**config.mk**
```make
export PLATFORM = sky130hd
export DESIGN_NAME = noise_generator
export DESIGN_NICKNAME = d
export VERILOG_FILES = /design/src/design/noise_pkg.sv /design/src/design/burst_sequencer.sv /design/src/design/noise_generator.sv /design/src/design/noise_registers.sv /design/src/design/prbs_bank.sv
export SDC_FILE = /design/constraint.sdc
export NUM_CORES = 1
export LEC_CHECK = 0
export BUFFER_PORTS_ARGS = -buffer_cell sky130_fd_sc_hd__buf_2
export CORE_UTILIZATION = 40
export DETAILED_ROUTE_END_ITERATION = 12
export MAX_ROUTING_LAYER = met4
export SLEW_MARGIN = 20
export SYNTH_ARGS = -nofsm -noshare
export SYNTH_HDL_FRONTEND = slang
export SYNTH_SLANG_ARGS = --single-unit
```
**constraint.sdc**
```tcl
create_clock -name clock -period 8.4 [get_ports clock]
set_clock_uncertainty 0.1 [all_clocks]
set_input_delay 0.84 -clock clock [delete_from_list [all_inputs] [get_ports clock]]
set_output_delay 0.84 -clock clock [all_outputs]
set_load 0.03 [all_outputs]
```
**src/erf.mem**
```
// one 16-bit two's complement sample per line, table index 0 to 63.
b2a4
c06b
c79a
ccc8
d0d8
d447
d749
d9f4
dc60
de9c
e0b7
e2ac
e486
e64a
e800
e99e
eb33
ecb4
ee35
efa7
f10e
f272
f3ce
f525
f675
f7c3
f90e
fa54
fb9a
fcdd
fe1e
ff5f
00a1
01e2
0323
0466
05ac
06f2
083d
098b
0adb
0c32
0d8e
0ef2
1059
11cb
134c
14cd
1662
1800
19b6
1b7a
1d54
1f49
2164
23a0
260c
28b7
2bb9
2f28
3338
3866
3f95
4d5c
```
**src/design/noise_pkg.sv**
```systemverilog
package noise_pkg;

    ////////////////////
    // sizes and constants
    ////////////////////

    localparam int N_GENERATORS = 6;
    localparam int LFSR_WIDTH = 21;
    localparam int FEEDBACK_TAP = 18;          // xored with the top bit.
    localparam int MAX_BEATS = 16;
    localparam int TABLE_DEPTH = 2 ** N_GENERATORS;
    localparam int SAMPLE_WIDTH = 16;
    localparam int DEST_WIDTH = 4;
    localparam int LENGTH_ADDRESS = 0;
    localparam int DEST_BASE_ADDRESS = 1;      // slot 0 sits here.

    ////////////////////
    // types
    ////////////////////

    typedef logic [LFSR_WIDTH-1:0] lfsr_state_t;
    typedef logic [N_GENERATORS-1:0] index_t;  // bit i from generator i.
    typedef logic [SAMPLE_WIDTH-1:0] sample_t;
    typedef logic [DEST_WIDTH-1:0] dest_t;
    typedef logic [4:0] count_t;               // 0 to MAX_BEATS.
    typedef dest_t [MAX_BEATS-1:0] dest_table_t;
    typedef logic [4:0] reg_address_t;
    typedef logic [15:0] reg_data_t;

    localparam lfsr_state_t GENERATOR_SEEDS [N_GENERATORS] = '{
        21'h010101,
        21'h002040,
        21'h014004,
        21'h000c00,
        21'h020008,
        21'h100880
    };

    typedef struct packed {
        sample_t sample;
        dest_t   dest;
        logic    last;
    } noise_beat_t;

    typedef enum logic {
        idle,
        working
    } seq_state_t;

endpackage

```
**src/design/burst_sequencer.sv**
```systemverilog
`timescale 1ns/1ps

module burst_sequencer import noise_pkg::*; (
    input  logic        clock,
    input  logic        reset,
    input  logic        trigger,
    input  count_t      burst_length,
    input  dest_table_t dest_table,
    input  index_t      index,
    output logic        advance,
    output noise_beat_t beat,
    output logic        beat_valid,
    input  logic        beat_ready
);

    seq_state_t  state;
    count_t      length_latched;
    count_t      beat_count;      // beats loaded so far.
    sample_t     sample_table [TABLE_DEPTH];
    logic        start;
    logic        load;
    logic        final_accept;
    count_t      load_index;
    count_t      load_length;
    noise_beat_t beat_next;

    initial begin
        $readmemh("/design/src/erf.mem", sample_table);
    end

    ////////////////////
    // load decision
    ////////////////////

    assign start = (state == idle) && trigger && (burst_length != '0);
    assign load = start ||
                  ((state == working) && (beat_count != length_latched) &&
                   (!beat_valid || beat_ready));
    assign final_accept = (state == working) && beat_valid && beat_ready && beat.last;
    assign advance = load;  // one generator step per loaded beat.

    // the first beat is loaded on the trigger edge itself.
    assign load_index = (state == idle) ? '0 : beat_count;
    assign load_length = (state == idle) ? burst_length : length_latched;

    always_comb begin
        beat_next.sample = sample_table[index];
        beat_next.dest = dest_table[load_index[3:0]];
        beat_next.last = (load_index == count_t'(load_length - count_t'(1)));
    end

    ////////////////////
    // state and counters
    ////////////////////

    always_ff @(posedge clock) begin
        if (!reset) begin
            state <= idle;
            length_latched <= '0;
            beat_count <= '0;
            beat_valid <= 1'b0;
        end else begin
            if (start) begin
                state <= working;
                length_latched <= burst_length;
            end else if (final_accept) begin
                state <= idle;
            end
            if (load) begin
                beat_count <= count_t'(load_index + count_t'(1));
                beat_valid <= 1'b1;
            end else if (beat_ready) begin
                beat_valid <= 1'b0;  // drained.
            end
        end
    end

    // output beat holds while stalled.
    always_ff @(posedge clock) begin
        if (load) begin
            beat <= beat_next;
        end
    end

endmodule

```
**src/design/noise_generator.sv**
```systemverilog
`timescale 1ns/1ps

module noise_generator import noise_pkg::*; (
    input  logic         clock,
    input  logic         reset,
    input  logic         trigger,
    input  reg_address_t reg_address,
    input  logic         reg_write,
    input  reg_data_t    reg_write_data,
    output reg_data_t    reg_read_data,
    output noise_beat_t  beat,
    output logic         beat_valid,
    input  logic         beat_ready
);

    count_t      burst_length;
    dest_table_t dest_table;
    logic        advance;
    index_t      index;

    noise_registers u_registers (
        .clock          (clock),
        .reset          (reset),
        .reg_address    (reg_address),
        .reg_write      (reg_write),
        .reg_write_data (reg_write_data),
        .reg_read_data  (reg_read_data),
        .burst_length   (burst_length),
        .dest_table     (dest_table)
    );

    prbs_bank u_prbs_bank (
        .clock   (clock),
        .reset   (reset),
        .advance (advance),
        .index   (index)
    );

    burst_sequencer u_sequencer (
        .clock        (clock),
        .reset        (reset),
        .trigger      (trigger),
        .burst_length (burst_length),
        .dest_table   (dest_table),
        .index        (index),
        .advance      (advance),
        .beat         (beat),
        .beat_valid   (beat_valid),
        .beat_ready   (beat_ready)
    );

endmodule

```
**src/design/noise_registers.sv**
```systemverilog
`timescale 1ns/1ps

module noise_registers import noise_pkg::*; (
    input  logic         clock,
    input  logic         reset,
    input  reg_address_t reg_address,
    input  logic         reg_write,
    input  reg_data_t    reg_write_data,
    output reg_data_t    reg_read_data,
    output count_t       burst_length,
    output dest_table_t  dest_table
);

    localparam int SLOT_BITS = $clog2(MAX_BEATS);

    count_t               length_next;
    dest_table_t          table_next;
    logic                 length_hit;
    logic                 slot_hit;
    logic [SLOT_BITS-1:0] slot;

    assign length_hit = (reg_address == reg_address_t'(LENGTH_ADDRESS));
    assign slot_hit = (reg_address >= reg_address_t'(DEST_BASE_ADDRESS)) &&
                      (reg_address < reg_address_t'(DEST_BASE_ADDRESS + MAX_BEATS));
    assign slot = SLOT_BITS'(reg_address - reg_address_t'(DEST_BASE_ADDRESS));

    ////////////////////
    // write path
    ////////////////////

    always_comb begin
        length_next = burst_length;
        table_next = dest_table;
        if (reg_write) begin
            if (length_hit) begin
                if (reg_write_data > reg_data_t'(MAX_BEATS)) begin
                    length_next = count_t'(MAX_BEATS);  // saturate.
                end else begin
                    length_next = count_t'(reg_write_data);
                end
            end else if (slot_hit) begin
                table_next[slot] = dest_t'(reg_write_data);  // low bits only.
            end
        end
    end

    // readback uses the post-write values, so a write is seen at once.
    always_ff @(posedge clock) begin
        if (!reset) begin
            burst_length <= '0;
            dest_table <= '0;
            reg_read_data <= '0;
        end else begin
            burst_length <= length_next;
            dest_table <= table_next;
            if (length_hit) begin
                reg_read_data <= reg_data_t'(length_next);
            end else if (slot_hit) begin
                reg_read_data <= reg_data_t'(table_next[slot]);
            end else begin
                reg_read_data <= '0;  // unmapped.
            end
        end
    end

endmodule

```
**src/design/prbs_bank.sv**
```systemverilog
`timescale 1ns/1ps

module prbs_bank import noise_pkg::*; (
    input  logic   clock,
    input  logic   reset,
    input  logic   advance,
    output index_t index
);

    lfsr_state_t state [N_GENERATORS];

    ////////////////////
    // generator states
    ////////////////////

    always_ff @(posedge clock) begin
        if (!reset) begin
            for (int i = 0; i < N_GENERATORS; i++) begin
                state[i] <= GENERATOR_SEEDS[i];
            end
        end else if (advance) begin
            for (int i = 0; i < N_GENERATORS; i++) begin
                state[i] <= {state[i][LFSR_WIDTH-2:0],
                             state[i][LFSR_WIDTH-1] ^ state[i][FEEDBACK_TAP]};
            end
        end
    end

    // one output bit per generator.
    always_comb begin
        for (int i = 0; i < N_GENERATORS; i++) begin
            index[i] = state[i][LFSR_WIDTH-1];
        end
    end

endmodule

```
# Word level (Yosys, flattened, before mapping)
# Cells that the tools add are included.
dict set report op_classes {
  add_sub_neg 3
  n_lt_le_gt_ge 6
  eq_ne 2
  mux 21
  n_bitwise 2
  reduce_logical 17
}
# cell count
set ops {}
lappend ops {{two-way mux 64 bit} 3}
lappend ops {{bitwise mux 64 bit} 1}
lappend ops {{binary-select mux 4 bit (select 4 bit)} 2}
lappend ops {{two-way mux 5 bit} 6}
lappend ops {{demux 4 bit (select 4 bit)} 1}
lappend ops {{> comparator 16 x 5 -> 1 bit (second input constant)} 1}
lappend ops {{two-way mux 4 bit} 4}
lappend ops {{< comparator 4 x 5 -> 1 bit (second input constant)} 2}
lappend ops {{logical AND 1 bit} 9}
lappend ops {{adder 5 x 1 -> 5 bit (second input constant)} 1}
lappend ops {{== test 5 bit} 1}
lappend ops {{>= comparator 5 x 1 -> 1 bit (second input constant)} 1}
lappend ops {{zero test 5 bit} 1}
lappend ops {{< comparator 5 bit (second input constant)} 1}
lappend ops {{inequality test 5 bit} 1}
lappend ops {{nonzero test 5 bit} 1}
lappend ops {{subtractor 5 x 1 -> 5 bit (second input constant)} 1}
lappend ops {{>= comparator 4 x 1 -> 1 bit (second input constant)} 1}
lappend ops {{two-way mux 1 bit} 4}
lappend ops {{nonzero test 2 bit} 2}
lappend ops {{subtractor 4 x 1 -> 4 bit (second input constant)} 1}
lappend ops {{logical OR 1 bit} 2}
lappend ops {{NOT 1 bit} 2}
lappend ops {{OR reduction 2 bit} 1}
lappend ops {{zero test 1 bit} 1}
dict set report totals {
  register_bits 118
  inputBits 26
  out_inout_bits 38
  wordCells 77
}

# Depth between registers and ports, before layout
dict set report logic_depth {
  depth_word 13
  ltp_mapped 12
  mapped_depth_nobuf 10
}

# By module
# From an unflattened synthesis, not the netlist that was laid out.
dict set report unflattened {
  hier_cells 1003
  hier_area_um2 10812.9
}
# module instances cells_each area_each_um2
set by_module_without_submodules {}
lappend by_module_without_submodules {prbs_bank 1 291 4850.9}
lappend by_module_without_submodules {noise_registers 1 529 4347.9}
lappend by_module_without_submodules {burst_sequencer 1 183 1614.0}

# Worst setup path after synthesis
# OpenSTA, ideal clock, no wires.
dict set report synth_timing {
  path_kind {in2reg}
  startpoint {input port reg_address[0]}
  endpoint {register u_registers.reg_read_data[3]}
  setup_ps 87
  arrival_time_ps 3315
  required_ps 8213
  path_slack_ps 4898
  stages 11
  cell_sequence {inv_2 ha_1 nor4b_2 a2111oi_4 buf_6 nand2_1 nor2_1 nor3b_1 a211oi_1 or4_1 o31ai_1}
}
dict set report synth_between {
  elab_chain_len 13
}
# item line
set synth_lines {}
lappend synth_lines {{from (decl)} noise_generator.sv:7} ;# input reg_address_t reg_address,
lappend synth_lines {{subtractor 4 x 1 -> 4 bit} noise_registers.sv:25} ;# assign slot = SLOT_BITS'(reg_address - reg_address_t'(DEST_BASE_ADDRESS));
lappend synth_lines {{< comparator 4 x 5 -> 1 bit (not written as such) or >= comparator 4 x 1 -> 1 bit (tied branches)} noise_registers.sv:42} ;# table_next[slot] = dest_t'(reg_write_data);
lappend synth_lines {{logical AND 1 bit (not written as such)} noise_registers.sv:42}
lappend synth_lines {{two-way mux 4 bit (not written as such)} noise_registers.sv:42}
lappend synth_lines {{demux 4 bit (select 4 bit)} n/a}
lappend synth_lines {{bitwise mux 64 bit} noise_registers.sv:42}
lappend synth_lines {{two-way mux 64 bit} noise_registers.sv:41} ;# end else if (slot_hit) begin
lappend synth_lines {{two-way mux 64 bit} noise_registers.sv:35} ;# if (length_hit) begin
lappend synth_lines {{two-way mux 64 bit} noise_registers.sv:34} ;# if (reg_write) begin
lappend synth_lines {{binary-select mux 4 bit (select 4 bit)} noise_registers.sv:59} ;# reg_read_data <= reg_data_t'(table_next[slot]);
lappend synth_lines {{two-way mux 4 bit (not written as such)} noise_registers.sv:59}
lappend synth_lines {{two-way mux 4 bit} noise_registers.sv:58} ;# end else if (slot_hit) begin
lappend synth_lines {{two-way mux 5 bit *} noise_registers.sv:56} ;# if (length_hit) begin
lappend synth_lines {{to (signal assigned)} noise_registers.sv:57} ;# reg_read_data <= reg_data_t'(length_next);
lappend synth_lines {{to (signal assigned)} noise_registers.sv:59}
lappend synth_lines {{to (decl)} noise_registers.sv:9} ;# output reg_data_t reg_read_data,
# Mark *: on every way between the ends. The rest lies on a longest branch, timed or not. The select of a mux whose other input is x is not followed.
# A chain may end at the register's enable or synchronous reset.

# Worst setup path after layout
# Ends and elaborated chain as after synthesis.

==> results.cfg <==
[outcome]
status = finished clean

[routing]
via_per_inst = 6.01
antenna_left = 0
drt-total-wl_um = 19300
drcViolationCount = 0
routed-via-count = 5519
firstDrtPassIters = 6
wl_per_cell_um = 21.1
dr.first_iter.drc_count = 568

[layout]
fillers = 1402
layout_common_cells = nand2_1 (94), dfxtp_1 (86), nor2b_1 (47), a21oi_1 (45)
diodes = 0
drive_gt1_share_pct = 12.2
postLayoutCellArea_um2 = 6270
num-nets-final = 766
syn_to_final_growth_pct = 7.80
final_common_cell = nand2_1

[clocking]
cts.clk_slew.worst_paths_ps = 80
postCtsSetupRepairBufs = 0
cts_resized = 0
cts_root_buffer = clkbuf_16
clk_latency_ps = 370
cts_num_sinks = 91
holdBufCountCts = 0
cts-htree-levels = 3
cts_tree = yes
numCtsBuffers = 9
clk_path_buf_depth = 2

[yosys]
synthesis.area_um2 = 5820
ys_types = 71
synth_edf_count = 5
synth_area_per_cell_um2 = 8.00
ys_seq_elements = 91
async_reset_ff_share_pct = 0
yosysWarnings = 0
synthCells = 727
synth.area.top_cells = dfxtp_1 (30%), nand2_1 (6.1%), mux2i_1 (5.8%)
synth.top_cell.area_share_pct = 29.6
yosys.area.top_type = dfxtp_1
ys.flop_type = dfxtp_1
seq_area_frac_synth_pct = 32.2

[min_path]
min-delay-path-class = flip-flop to flip-flop
min_path_cells = 2

[worst_setup_path]
critPathCaptureType = flip-flop
crit_fanout = 26
setup.worst_path.start_class = primary input
ff2ff_path_depth = 5
crit_chain = buf_2 > inv_2 > ha_1 > nor4b_2 > a2111oi_4 > nand2_1 > nor2_4 > mux2i_1 > a32o_1 > or4_1 > o31ai_1
crit_type = primary input to flip-flop
critPathSlowestCell = nand2_1
cp.required_ps = 8600
crit_arrival_ps = 4800
cpPeakStageDelay_ps = 630

[global_route]
grt_pass1_vias = 5053
grt_pass1_wl_um = 29600
grt_use_total_pct = 27.5
grt_max_degree = 83
antenna_found_initial = 0
grt_overflow = 0

[power_and_ir_drop]
power_leakage_nw = 2.25
vdd_drop_max_uv = 97.1
powerDensity_nw_per_um2 = 156

[placed_design]
dpl.hpwl_um = 13700
place_congestion = 0.982
preCtsSetupSlack_ps = 3470
dpl_cell_area_um2 = 5980
io_buffer_count = 36

[sta]
rsz0062_at_grt = false
setup_viol = 0
final.setup.worst_slack_ps = 3790
fin_crit_sh_pct = 54.9
hold_violations = 0
tightestPinTransition_ps = 911
fin_crit_ps = 4610
fmax_mhz = 217
drv_slew = 0
slew_headroom_pct = 39.0
timing.setup.tns_ps = 0

[job]
timing.max_cap.violations = 0

[die]
die_y_um = 123
coreArea_um2 = 14000
ios = 64
die_x_um = 123
fp-row-count = 43
start_util_pct = 41.4
die_area_um2 = 15000
==> per-layer routing <==
metal | vias up | GRT usage (%) | part of all wire [%]
li1 | 2588 | - | -
met3 | 37 | 4.55 | 6.5
met1 | 2646 | 35.6 | 44
met4 | 0 | 9.76 | 2.6
met5 | - | - | 0
met2 | 248 | 43.2 | 47
==> worst paths after layout <==
check	from	endpoint	slack, ps
setup / recovery	reg_address[0]	u_registers.reg_read_data[3]$_SDFF_PN0_	3790
hold / removal	u_sequencer.length_latched[4]$_SDFFE_PN0P_	u_sequencer.length_latched[4]$_SDFFE_PN0P_	390
setup reg to reg	u_sequencer.state$_SDFFE_PN0P_	u_sequencer.beat[2]$_DFFE_PP_	5340
hold reg to reg	u_sequencer.length_latched[4]$_SDFFE_PN0P_	u_sequencer.length_latched[4]$_SDFFE_PN0P_	390
==> registers in the layout, summed over array words and instances, names as in the netlist <==
signal	cells
u_sequencer.beat	5
u_registers.burst_length	5
u_sequencer.state	1
u_sequencer.beat_count	5
u_registers.reg_read_data	5
u_sequencer.beat_valid	1
u_sequencer.length_latched	5
u_registers.dest_table	64
==> cells by family (layout without fill, tap and decap cells) <==
family                     count (synthesis)  after routing  share of synthesized area, %
AOI/OAI and AO/OA                        206            206                          24.3
and+or+nand+nor                          270            270                          23.2
muxes                                     52             52                          9.33
buffers and inverters                     89             74                          7.78
DFF                                       91             91                          32.2
xor gates and xnor gates                  11             11                          1.66
adders and majority gates                  7              7                          1.50
other                                      1             27                        0.0644
==> power breakdown <==
part | leakage [nW] | total [mW] | internal [mW] | switching (mW)
clock | 0.145 | 0.409 | 0.209 | 0.200
sequential | 0.746 | 0.442 | 0.439 | 0.00369
combinational | 1.36 | 0.130 | 0.0363 | 0.0936
total | 2.25 | 0.981 | 0.684 | 0.297
==> Yosys cell counts (all sizes together) (5+ instances only) <==
master / number
nand2: 95
dfxtp: 86
nor2b: 47
a21oi: 45
o21ai: 41
a21boi: 38
clkbuf: 38
buf: 37
nor2: 35
mux2i: 34
nand3: 32
nor3: 20
mux2: 18
a22oi: 14
inv: 14
a31oi: 8
a221o: 7
and2: 7
ha: 7
xor2: 6
a22o: 5
a32o: 5
and3: 5
edfxtp: 5
nand4: 5
o211ai: 5
xnor2: 5
==> final cells by class <==
class                           count  area, um^2  share of cell area, %
Inverter                           14        52.6                  0.838
Tap cell                          180         225                   3.59
Timing Repair Buffer               44         240                   3.83
Sequential cell                    91        1870                   29.8
Clock inverter                      7        66.3                   1.06
Multi-Input combinational cell    573        3590                   57.3
Clock buffer                        9         225                   3.59
==> worst max-delay path: cells and delay by family <==
| kind | cells | cell delay [ps] |
|---|---|---|
| and+or+nand+nor | 4 | 1720 |
| AOI/OAI and AO/OA | 3 | 1080 |
| buffers and inverters | 2 | 680 |
| adders and majority gates | 1 | 330 |
| muxes | 1 | 140 |
==> through the flow <==
stage	std cells	utilization, %	power [mW]	hold slack, ps
2_1_floorplan	753	-	0.551	350
3_3_place_gp	902	42.6	0.578	370
3_5_place_dp	902	42.6	0.579	375
4_1_cts	918	44.7	0.986	386
5_1_grt	918	44.7	1.01	404
6_report	918	44.7	0.981	385
Note: power is estimated with default switching activity, not from simulation.
